[src/verilog/ddr4_ctrl_pkg.sv]
package ddr4_ctrl_pkg;

    // timing in controller clock cycles
    localparam int CAS_LATENCY        = 6;  // read command to data on dq
    localparam int ACTIVATION_LATENCY = 4;  // bank busy after an activate
    localparam int PRECHARGE_LATENCY  = 3;  // bank busy after a precharge

    // geometry of the single rank
    localparam int ROW_BITS       = 8;
    localparam int COL_BITS       = 4;
    localparam int BG_BITS        = 2;  // bank group select
    localparam int BA_BITS        = 2;  // bank within group
    localparam int BANKS          = 1 << (BG_BITS + BA_BITS);  // 16 banks
    localparam int PADDR_BITS     = BG_BITS + BA_BITS + ROW_BITS + COL_BITS;
    localparam int DATA_BITS      = 64;
    localparam int DRAM_ADDR_BITS = 17;

    // outstanding read tracking
    localparam int QUEUE_DEPTH = 8;
    localparam int CYCLE_BITS  = 16;  // free running counter and due stamps

    // command encodings on cmd_code
    localparam logic [2:0] CMD_RD  = 3'b000;
    localparam logic [2:0] CMD_WR  = 3'b001;
    localparam logic [2:0] CMD_ACT = 3'b010;
    localparam logic [2:0] CMD_PRE = 3'b011;
    localparam logic [2:0] CMD_NOP = 3'b111;  // also what cs_n high implies

    // address word as seen with an activate
    typedef struct packed {
        logic [DRAM_ADDR_BITS-ROW_BITS-1:0] pad;  // always zero
        logic [ROW_BITS-1:0]                row;
    } row_view_t;

    // address word as seen with rd, wr and pre
    typedef struct packed {
        logic                               pre_all;   // precharge every bank
        logic                               auto_pre;  // close row after access
        logic                               rd;        // read flag
        logic [DRAM_ADDR_BITS-4-COL_BITS:0] pad;       // always zero
        logic [COL_BITS-1:0]                col;
    } col_view_t;

    typedef union packed {
        row_view_t row_view;
        col_view_t col_view;
    } dram_addr_t;

endpackage

[src/verilog/ddr4_sdram_controller.sv]
`timescale 1ns/1ps

module ddr4_sdram_controller (
    input  logic                                 clk_in,
    input  logic                                 rst_N_in,
    // host request channel
    input  logic                                 req_valid,
    input  logic                                 req_write,
    input  logic [ddr4_ctrl_pkg::PADDR_BITS-1:0] req_addr,
    input  logic [ddr4_ctrl_pkg::DATA_BITS-1:0]  req_wdata,
    output logic                                 req_ready,
    // host response channel with no stall
    output logic                                 rsp_valid,
    output logic [ddr4_ctrl_pkg::DATA_BITS-1:0]  rsp_data,
    // dimm command and address
    output logic                                 cs_n,
    output logic                                 act_n,
    output logic [2:0]                           cmd_code,
    output ddr4_ctrl_pkg::dram_addr_t            dram_addr,
    output logic [ddr4_ctrl_pkg::BG_BITS-1:0]    bg,
    output logic [ddr4_ctrl_pkg::BA_BITS-1:0]    ba,
    // dimm data with the tristate in the pad ring
    output logic [ddr4_ctrl_pkg::DATA_BITS-1:0]  dq_out,
    output logic                                 dq_oe,
    input  logic [ddr4_ctrl_pkg::DATA_BITS-1:0]  dq_in
);

    localparam int IDX_BITS = ddr4_ctrl_pkg::BG_BITS + ddr4_ctrl_pkg::BA_BITS;

    localparam logic [ddr4_ctrl_pkg::CYCLE_BITS-1:0] CYC_ONE = ddr4_ctrl_pkg::CYCLE_BITS'(1);

    // read data is sampled one cycle after the dimm starts driving it
    localparam logic [ddr4_ctrl_pkg::CYCLE_BITS-1:0] RD_DELAY =
        ddr4_ctrl_pkg::CYCLE_BITS'(ddr4_ctrl_pkg::CAS_LATENCY + 1);

    // request address fields
    logic [ddr4_ctrl_pkg::BG_BITS-1:0]  req_bg;
    logic [ddr4_ctrl_pkg::BA_BITS-1:0]  req_ba;
    logic [ddr4_ctrl_pkg::ROW_BITS-1:0] req_row;
    logic [ddr4_ctrl_pkg::COL_BITS-1:0] req_col;
    logic [IDX_BITS-1:0]                bank_idx;  // flat bank number

    // bank tracker
    logic [ddr4_ctrl_pkg::BANKS-1:0]                              bank_act;
    logic [ddr4_ctrl_pkg::BANKS-1:0]                              bank_pre;
    logic [ddr4_ctrl_pkg::BANKS-1:0][ddr4_ctrl_pkg::ROW_BITS-1:0] open_row;
    logic [ddr4_ctrl_pkg::BANKS-1:0]                              bank_open;
    logic [ddr4_ctrl_pkg::BANKS-1:0]                              blocked;

    // read return tracking
    logic                                 rd_enqueue;
    logic [ddr4_ctrl_pkg::CYCLE_BITS-1:0] rd_due_stamp;
    logic [ddr4_ctrl_pkg::CYCLE_BITS-1:0] cycle_count;
    logic                                 rd_due;
    logic                                 q_full;
    logic                                 capture;

    // decision for this cycle
    logic                      row_hit;
    logic                      col_issue;  // column command goes out
    logic                      wr_issue;
    logic [2:0]                next_cmd;
    ddr4_ctrl_pkg::dram_addr_t next_addr;

    // bank group on top, then bank, row, column
    assign req_col  = req_addr[ddr4_ctrl_pkg::COL_BITS-1:0];
    assign req_row  = req_addr[ddr4_ctrl_pkg::COL_BITS +: ddr4_ctrl_pkg::ROW_BITS];
    assign req_ba   = req_addr[ddr4_ctrl_pkg::COL_BITS + ddr4_ctrl_pkg::ROW_BITS +:
                               ddr4_ctrl_pkg::BA_BITS];
    assign req_bg   = req_addr[ddr4_ctrl_pkg::PADDR_BITS-1 -: ddr4_ctrl_pkg::BG_BITS];
    assign bank_idx = {req_bg, req_ba};

    sdram_bank_state u_bank_state (
        .clk_in      (clk_in),
        .rst_N_in    (rst_N_in),
        .activate    (bank_act),
        .precharge   (bank_pre),
        .row_address (req_row),
        .open_row    (open_row),
        .bank_open   (bank_open),
        .blocked     (blocked)
    );

    read_return_queue u_rd_queue (
        .clk_in      (clk_in),
        .rst_N_in    (rst_N_in),
        .enqueue     (rd_enqueue),
        .due_stamp   (rd_due_stamp),
        .cycle_count (cycle_count),
        .due         (rd_due),
        .empty       (),
        .full        (q_full)
    );

    // free running cycle count for read due stamps
    always_ff @(posedge clk_in or posedge rst_N_in) begin
        if (rst_N_in) begin
            cycle_count <= '0;
        end else begin
            cycle_count <= cycle_count + CYC_ONE;  // wraps and due compare is equality only
        end
    end

    assign row_hit      = bank_open[bank_idx] && (open_row[bank_idx] == req_row);
    assign rd_due_stamp = cycle_count + RD_DELAY;

    // pick one command for the presented request
    always_comb begin
        next_cmd   = ddr4_ctrl_pkg::CMD_NOP;
        next_addr  = '0;
        bank_act   = '0;
        bank_pre   = '0;
        col_issue  = 1'b0;
        wr_issue   = 1'b0;
        rd_enqueue = 1'b0;
        if (req_valid && !blocked[bank_idx]) begin
            if (row_hit) begin
                // reads also need a free slot in the return queue
                if (req_write || !q_full) begin
                    col_issue                = 1'b1;
                    wr_issue                 = req_write;
                    rd_enqueue               = !req_write;
                    next_cmd                 = req_write ? ddr4_ctrl_pkg::CMD_WR :
                                                           ddr4_ctrl_pkg::CMD_RD;
                    next_addr.col_view.rd    = !req_write;
                    next_addr.col_view.col   = req_col;  // no auto precharge
                end
            end else if (bank_open[bank_idx]) begin
                // row conflict so close the current row
                next_cmd           = ddr4_ctrl_pkg::CMD_PRE;
                bank_pre[bank_idx] = 1'b1;  // flags stay clear for single bank
            end else begin
                // bank idle so open the wanted row
                next_cmd               = ddr4_ctrl_pkg::CMD_ACT;
                bank_act[bank_idx]     = 1'b1;
                next_addr.row_view.row = req_row;
            end
        end
    end

    assign req_ready = col_issue;  // accept only with the column command

    // head entry is due and its data is on dq_in now
    assign capture = rd_due;

    // control outputs land one cycle after the decision
    always_ff @(posedge clk_in or posedge rst_N_in) begin
        if (rst_N_in) begin
            cs_n      <= 1'b1;
            act_n     <= 1'b1;
            cmd_code  <= ddr4_ctrl_pkg::CMD_NOP;
            dq_oe     <= 1'b0;
            rsp_valid <= 1'b0;
        end else begin
            cs_n      <= (next_cmd == ddr4_ctrl_pkg::CMD_NOP);
            act_n     <= (next_cmd != ddr4_ctrl_pkg::CMD_ACT);  // low for activate only
            cmd_code  <= next_cmd;
            dq_oe     <= wr_issue;  // data rides with the write command
            rsp_valid <= capture;   // single cycle pulse per read
        end
    end

    // payload outputs
    always_ff @(posedge clk_in) begin
        dram_addr <= next_addr;
        bg        <= req_bg;
        ba        <= req_ba;
        if (wr_issue) begin
            dq_out <= req_wdata;
        end
        if (capture) begin
            rsp_data <= dq_in;
        end
    end

endmodule

[src/verilog/read_return_queue.sv]
`timescale 1ns/1ps

module read_return_queue (
    input  logic                                clk_in,
    input  logic                                rst_N_in,
    input  logic                                enqueue,
    input  logic [ddr4_ctrl_pkg::CYCLE_BITS-1:0] due_stamp,
    input  logic [ddr4_ctrl_pkg::CYCLE_BITS-1:0] cycle_count,
    output logic                                due,
    output logic                                empty,
    output logic                                full
);

    localparam int PTR_BITS = $clog2(ddr4_ctrl_pkg::QUEUE_DEPTH);
    localparam int OCC_BITS = $clog2(ddr4_ctrl_pkg::QUEUE_DEPTH + 1);

    localparam logic [PTR_BITS-1:0] PTR_ONE   = PTR_BITS'(1);
    localparam logic [OCC_BITS-1:0] OCC_ONE   = OCC_BITS'(1);
    localparam logic [OCC_BITS-1:0] OCC_LIMIT = OCC_BITS'(ddr4_ctrl_pkg::QUEUE_DEPTH);

    // stamp storage, no reset needed
    logic [ddr4_ctrl_pkg::CYCLE_BITS-1:0] stamps [ddr4_ctrl_pkg::QUEUE_DEPTH];

    logic [PTR_BITS-1:0] wr_ptr;
    logic [PTR_BITS-1:0] rd_ptr;
    logic [OCC_BITS-1:0] occupancy;
    logic                push;
    logic                pop;

    assign empty = (occupancy == '0);
    assign full  = (occupancy == OCC_LIMIT);

    // head data comes back on this edge
    assign due = !empty && (stamps[rd_ptr] == cycle_count);

    assign push = enqueue && !full;  // controller never pushes when full
    assign pop  = due;               // head retires as it is captured

    always_ff @(posedge clk_in) begin
        if (push) begin
            stamps[wr_ptr] <= due_stamp;
        end
    end

    // pointers wrap on their own since depth is a power of two
    always_ff @(posedge clk_in or posedge rst_N_in) begin
        if (rst_N_in) begin
            wr_ptr    <= '0;
            rd_ptr    <= '0;
            occupancy <= '0;
        end else begin
            if (push) begin
                wr_ptr <= wr_ptr + PTR_ONE;
            end
            if (pop) begin
                rd_ptr <= rd_ptr + PTR_ONE;
            end
            // simultaneous push and pop leaves the count alone
            case ({push, pop})
                2'b10:   occupancy <= occupancy + OCC_ONE;
                2'b01:   occupancy <= occupancy - OCC_ONE;
                default: occupancy <= occupancy;
            endcase
        end
    end

endmodule

[src/verilog/sdram_bank_state.sv]
`timescale 1ns/1ps

module sdram_bank_state (
    input  logic                                                          clk_in,
    input  logic                                                          rst_N_in,
    input  logic [ddr4_ctrl_pkg::BANKS-1:0]                               activate,
    input  logic [ddr4_ctrl_pkg::BANKS-1:0]                               precharge,
    input  logic [ddr4_ctrl_pkg::ROW_BITS-1:0]                            row_address,
    output logic [ddr4_ctrl_pkg::BANKS-1:0][ddr4_ctrl_pkg::ROW_BITS-1:0]  open_row,
    output logic [ddr4_ctrl_pkg::BANKS-1:0]                               bank_open,
    output logic [ddr4_ctrl_pkg::BANKS-1:0]                               blocked
);

    // counter must hold the longer of the two latencies
    localparam int MAX_LAT  = (ddr4_ctrl_pkg::ACTIVATION_LATENCY >
                               ddr4_ctrl_pkg::PRECHARGE_LATENCY) ?
                              ddr4_ctrl_pkg::ACTIVATION_LATENCY :
                              ddr4_ctrl_pkg::PRECHARGE_LATENCY;
    localparam int CNT_BITS = $clog2(MAX_LAT + 1);

    localparam logic [CNT_BITS-1:0] ACT_LOAD = CNT_BITS'(ddr4_ctrl_pkg::ACTIVATION_LATENCY);
    localparam logic [CNT_BITS-1:0] PRE_LOAD = CNT_BITS'(ddr4_ctrl_pkg::PRECHARGE_LATENCY);
    localparam logic [CNT_BITS-1:0] CNT_LAST = CNT_BITS'(1);

    logic [ddr4_ctrl_pkg::BANKS-1:0][CNT_BITS-1:0] busy_cnt;  // cycles left busy
    logic [ddr4_ctrl_pkg::BANKS-1:0]               opening;   // activate in flight

    // per bank busy counter and open flag
    always_ff @(posedge clk_in or posedge rst_N_in) begin
        if (rst_N_in) begin
            busy_cnt  <= '0;
            opening   <= '0;
            bank_open <= '0;  // everything closed
        end else begin
            for (int b = 0; b < ddr4_ctrl_pkg::BANKS; b++) begin
                if (activate[b]) begin
                    busy_cnt[b]  <= ACT_LOAD;
                    opening[b]   <= 1'b1;
                    bank_open[b] <= 1'b0;  // not usable until tRCD runs out
                end else if (precharge[b]) begin
                    busy_cnt[b]  <= PRE_LOAD;
                    opening[b]   <= 1'b0;
                    bank_open[b] <= 1'b0;  // row buffer gone right away
                end else if (busy_cnt[b] != '0) begin
                    busy_cnt[b] <= busy_cnt[b] - CNT_LAST;
                    // last busy cycle of an activate
                    if (busy_cnt[b] == CNT_LAST && opening[b]) begin
                        bank_open[b] <= 1'b1;
                        opening[b]   <= 1'b0;
                    end
                end
            end
        end
    end

    // row captured with the activate, only meaningful while open
    always_ff @(posedge clk_in) begin
        for (int b = 0; b < ddr4_ctrl_pkg::BANKS; b++) begin
            if (activate[b]) begin
                open_row[b] <= row_address;
            end
        end
    end

    always_comb begin
        for (int b = 0; b < ddr4_ctrl_pkg::BANKS; b++) begin
            blocked[b] = (busy_cnt[b] != '0);  // no command while counting
        end
    end

endmodule
[config.mk]
export PLATFORM = sky130hd
export DESIGN_NAME = ddr4_sdram_controller
export DESIGN_NICKNAME = d
export VERILOG_FILES = /design/src/verilog/ddr4_ctrl_pkg.sv /design/src/verilog/ddr4_sdram_controller.sv /design/src/verilog/read_return_queue.sv /design/src/verilog/sdram_bank_state.sv
export SDC_FILE = /design/constraint.sdc
export NUM_CORES = 1
export LEC_CHECK = 0
export ABC_AREA = 0
export CORE_MARGIN = 10
export CORE_UTILIZATION = 45
export CTS_BUF_LIST = sky130_fd_sc_hd__clkbuf_16
export DETAILED_ROUTE_END_ITERATION = 16
export DONT_BUFFER_PORTS = 1
export HOLD_SLACK_MARGIN = 0.03
export PLACE_DENSITY = 0.69
export RECOVER_POWER = 50
export SLEW_MARGIN = 0
export SYNTH_ARGS = -nofsm -noshare
export SYNTH_HDL_FRONTEND = slang
export SYNTH_SLANG_ARGS = --single-unit
[constraint.sdc]
create_clock -name clk_in -period 9.5 [get_ports clk_in]
set_input_delay 0.95 -clock clk_in [delete_from_list [all_inputs] [get_ports clk_in]]
set_output_delay 0.95 -clock clk_in [all_outputs]
set_load 0.03 [all_outputs]
==> impl_metrics.sql <==
INSERT INTO impl_metrics (metric_group, metric, value, unit) VALUES
('outcome', 'run_status', 'finished with violations', ''),
('outcome', 'failed_checks', 'capacitance limit, slew limit', ''),
('clock_network', 'postCtsSetupBuffers', '0', ''),
('cells_and_area', 'flow.area_growth_from_synthesis', '11.48', '%'),
('worst_setup_path', 'worstPathBufferInverterCount', '2', ''),
('power_and_ir_drop', 'ir_drop', '0.1531', 'mV'),
('worst_setup_path', 'critical-path-max-stage-delay', '2.75', 'ns'),
('clock_network', 'clock_sink_count', '510', ''),
('worst_setup_path', 'critical_path_arrival', '5.02', 'ns'),
('power_and_ir_drop', 'leakagePower', '8.228', 'nW'),
('worst_setup_path', 'worstReg2RegEnd', 'u_rd_queue.occupancy[3]', ''),
('yosys', 'asyncSetResetFlopFracSynth', '0.2216', ''),
('cells_and_area', 'final_common_cell', 'sky130_fd_sc_hd__edfxtp_1', ''),
('yosys', 'synth_flop_cell', 'sky130_fd_sc_hd__edfxtp_1', ''),
('detailed_routing', 'detail_route.drc_violations', '0', ''),
('timing', 'final_setup_fails', '0', ''),
('min_path', 'min-delay-start', 'req_addr[14]', ''),
('worst_setup_path', 'crit_path_top_delay_cell', 'sky130_fd_sc_hd__clkbuf_1', ''),
('worst_setup_path', 'timing.rr.start', 'u_rd_queue.rd_ptr[1]', ''),
('cells_and_area', 'ff_latch_area', '0.01463', 'mm^2'),
('placement', 'finalWeightedCongestion', '0.7925', ''),
('min_path', 'worstHoldPathType', 'in -> reg', ''),
('timing', 'maxSlewHeadroom', '-1.524', ''),
('yosys', 'synth_warnings', '0', ''),
('detailed_routing', 'wirelength', '46480', 'um'),
('yosys', 'synth.avg_cell_area', '16.87', 'um^2'),
('cells_and_area', 'drive_gt1_frac', '0.1701', ''),
('min_path', 'worst_hold_path.num_cells', '0', ''),
('worst_setup_path', 'critPathLaunchType', 'primary input', ''),
('timing', 'min_period_over_period', '0.5475', ''),
('cells_and_area', 'area_occupied_by_multi_input_gates', '0.005595', 'mm^2'),
('detailed_routing', 'total_number_of_vias', '10604', ''),
('die', 'chipHeight', '234.7', 'um'),
('placement', 'dpl.hpwl', '31780', 'um'),
('clock_network', 'ctsLongestPathBuffers', '3', ''),
('yosys', 'synth.cell_area', '0.02073', 'mm^2'),
('global_route', 'grt_use_total', '0.1632', ''),
('global_route', 'grt_first_pass_wirelength', '69720', 'um'),
('placement', 'placement.setup.worst_slack', '4.467', 'ns'),
('worst_setup_path', 'cp_cell_sequence', 'clkinvlp_2 > clkbuf_1', ''),
('worst_setup_path', 'timing.critical_path.max_delay_family', 'buffers and inverters', ''),
('global_route', 'grt_pass1_vias', '10873', ''),
('worst_setup_path', 'flop_to_flop_setup_slack', '4.53', 'ns'),
('detailed_routing', 'post_drt_via_cell_ratio', '5.581', ''),
('worst_setup_path', 'critical_path_class', 'in -> async', ''),
('worst_setup_path', 'critical_path.max_fanout', '70', ''),
('clock_network', 'ctsResizeCount', '0', ''),
('power_and_ir_drop', 'power.total', '5.473', 'mW'),
('detailed_routing', 'route.antenna.remaining_nets', '0', ''),
('global_route', 'number_of_antenna_violations_at_the_first_check_in_global_routing', '2', ''),
('timing', 'finalMaxSlewViolations', '116', ''),
('clock_network', 'number_of_buffers_added_by_the_clock_tree_synthesis_step', '51', ''),
('worst_setup_path', 'setup.worst_path.end_class', 'async pin', ''),
('clock_network', 'clk_transition_reported_paths', '0.06', 'ns'),
('clock_network', 'clk_root_buffer_cell', 'sky130_fd_sc_hd__clkbuf_16', ''),
('timing', 'grt_setup_unrepaired', 'false', ''),
('job', 'max_cap_viol_count', '2', ''),
('timing', 'max_slew.worst_pin.slew', '3.786', 'ns'),
('placement', 'number_of_i_o_port_buffers', '0', ''),
('power_and_ir_drop', 'power_density', '236.8', 'mW/mm^2'),
('yosys', 'synthDistinctLibCells', '58', ''),
('yosys', 'synth_seq_cells', '510', ''),
('detailed_routing', 'detail_route.first_pass.iterations', '5', ''),
('yosys', 'ys_seq_area_frac', '0.7054', ''),
('worst_setup_path', 'worst_ep_required_time', '9.32', 'ns'),
('cells_and_area', 'final_net_count', '1463', ''),
('timing', 'setup_total_negative_slack', '0', 'ns'),
('yosys', 'synth_enable_flop_cells', '384', ''),
('die', 'row_count', '78', ''),
('die', 'fp.coreArea', '0.04548', 'mm^2'),
('die', 'dieArea', '0.05506', 'mm^2');
[state kept, by name (all words and copies together) (netlist names), 3 cells and up]
signal                  count
cycle_count                16
cmd_code                    3
dram_addr                   9
u_bank_state.busy_cnt      48
u_bank_state.open_row     128
u_rd_queue.wr_ptr           3
u_bank_state.opening       16
u_rd_queue.occupancy        4
u_rd_queue.stamps         128
rsp_data                   64
u_bank_state.bank_open     16
u_rd_queue.rd_ptr           3
dq_out                     64
[synth_stat cells, types with 14 or more instances]
master,number,area share
sky130_fd_sc_hd__a31oi_1,18,0.0054
sky130_fd_sc_hd__inv_1,71,0.013
sky130_fd_sc_hd__xor2_1,37,0.016
sky130_fd_sc_hd__mux2i_1,35,0.017
sky130_fd_sc_hd__mux4_2,69,0.075
sky130_fd_sc_hd__dfrtp_1,108,0.13
sky130_fd_sc_hd__nand2_1,40,0.0072
sky130_fd_sc_hd__nand3_1,17,0.0041
sky130_fd_sc_hd__nor3_1,22,0.0053
sky130_fd_sc_hd__o22ai_1,25,0.0075
sky130_fd_sc_hd__nor2_1,51,0.0092
sky130_fd_sc_hd__xnor2_1,39,0.016
sky130_fd_sc_hd__buf_2,17,0.0041
sky130_fd_sc_hd__ha_1,55,0.033
sky130_fd_sc_hd__o22a_1,20,0.0084
sky130_fd_sc_hd__mux2_2,17,0.0092
sky130_fd_sc_hd__o21ai_0,19,0.0046
sky130_fd_sc_hd__edfxtp_1,384,0.56
sky130_fd_sc_hd__clkbuf_1,14,0.0025
sky130_fd_sc_hd__a21oi_1,16,0.0039
[cell families after synthesis]
group	share of synthesized area
simple gates	0.04429
compound gates	0.04900
xor+xnor	0.03210
other cells	0.0001809
fa+ha+maj	0.03416
flops	0.7054
mux	0.1054
buf+inv	0.02945
[stage by stage]
step | std cells | instance area, um^2
after detailed placement | 1806 | 21450
after floorplan | 1236 | 20760
after CTS | 1899 | 23120
after global routing | 1899 | 23110
final | 1900 | 23110
after global placement | 1806 | 21450
[where the power goes]
part           internal (mW)  total (mW)  switching (mW)
logic                  0.411       0.818           0.407
clock network           1.15        1.97           0.820
registers               2.57        2.68           0.114
[cell type report]
cell class / count / share of cell area
sequential: 510 / 0.6327
multi-input combinational: 597 / 0.2421
clock buffer: 53 / 0.05738
tap: 600 / 0.03248
clock inverter: 40 / 0.01489
inverter: 72 / 0.01175
timing repair buffer: 27 / 0.008607
antenna: 1 / 0.0001083
[layer usage]
layer,global-route usage,part of all wire,vias to the layer above
li1,-,-,4747
met1,0.2086,0.41,5401
met2,0.2745,0.50,406
met3,0.04010,0.070,48
met4,0.04055,0.016,2
met5,0,0.00028,-
[how the worst max path moves through the flow]
stage | slack (ns) | cells after the start | from | to
3_5_place_dp | 4.47 | 15 | u_rd_queue.rd_ptr[1] | u_rd_queue.occupancy[3]
5_1_grt | 3.22 | 2 | rst_N_in | u_bank_state.busy_cnt[34]
3_3_place_gp | 4.58 | 15 | u_rd_queue.rd_ptr[1] | u_rd_queue.occupancy[3]
2_1_floorplan | 1.26 | 15 | u_rd_queue.rd_ptr[1] | u_rd_queue.occupancy[3]
4_1_cts | 4.40 | 15 | u_rd_queue.rd_ptr[1] | u_rd_queue.occupancy[3]
6_report | 4.30 | 2 | rst_N_in | u_bank_state.busy_cnt[33]
(Power assumes the default switching activity.)
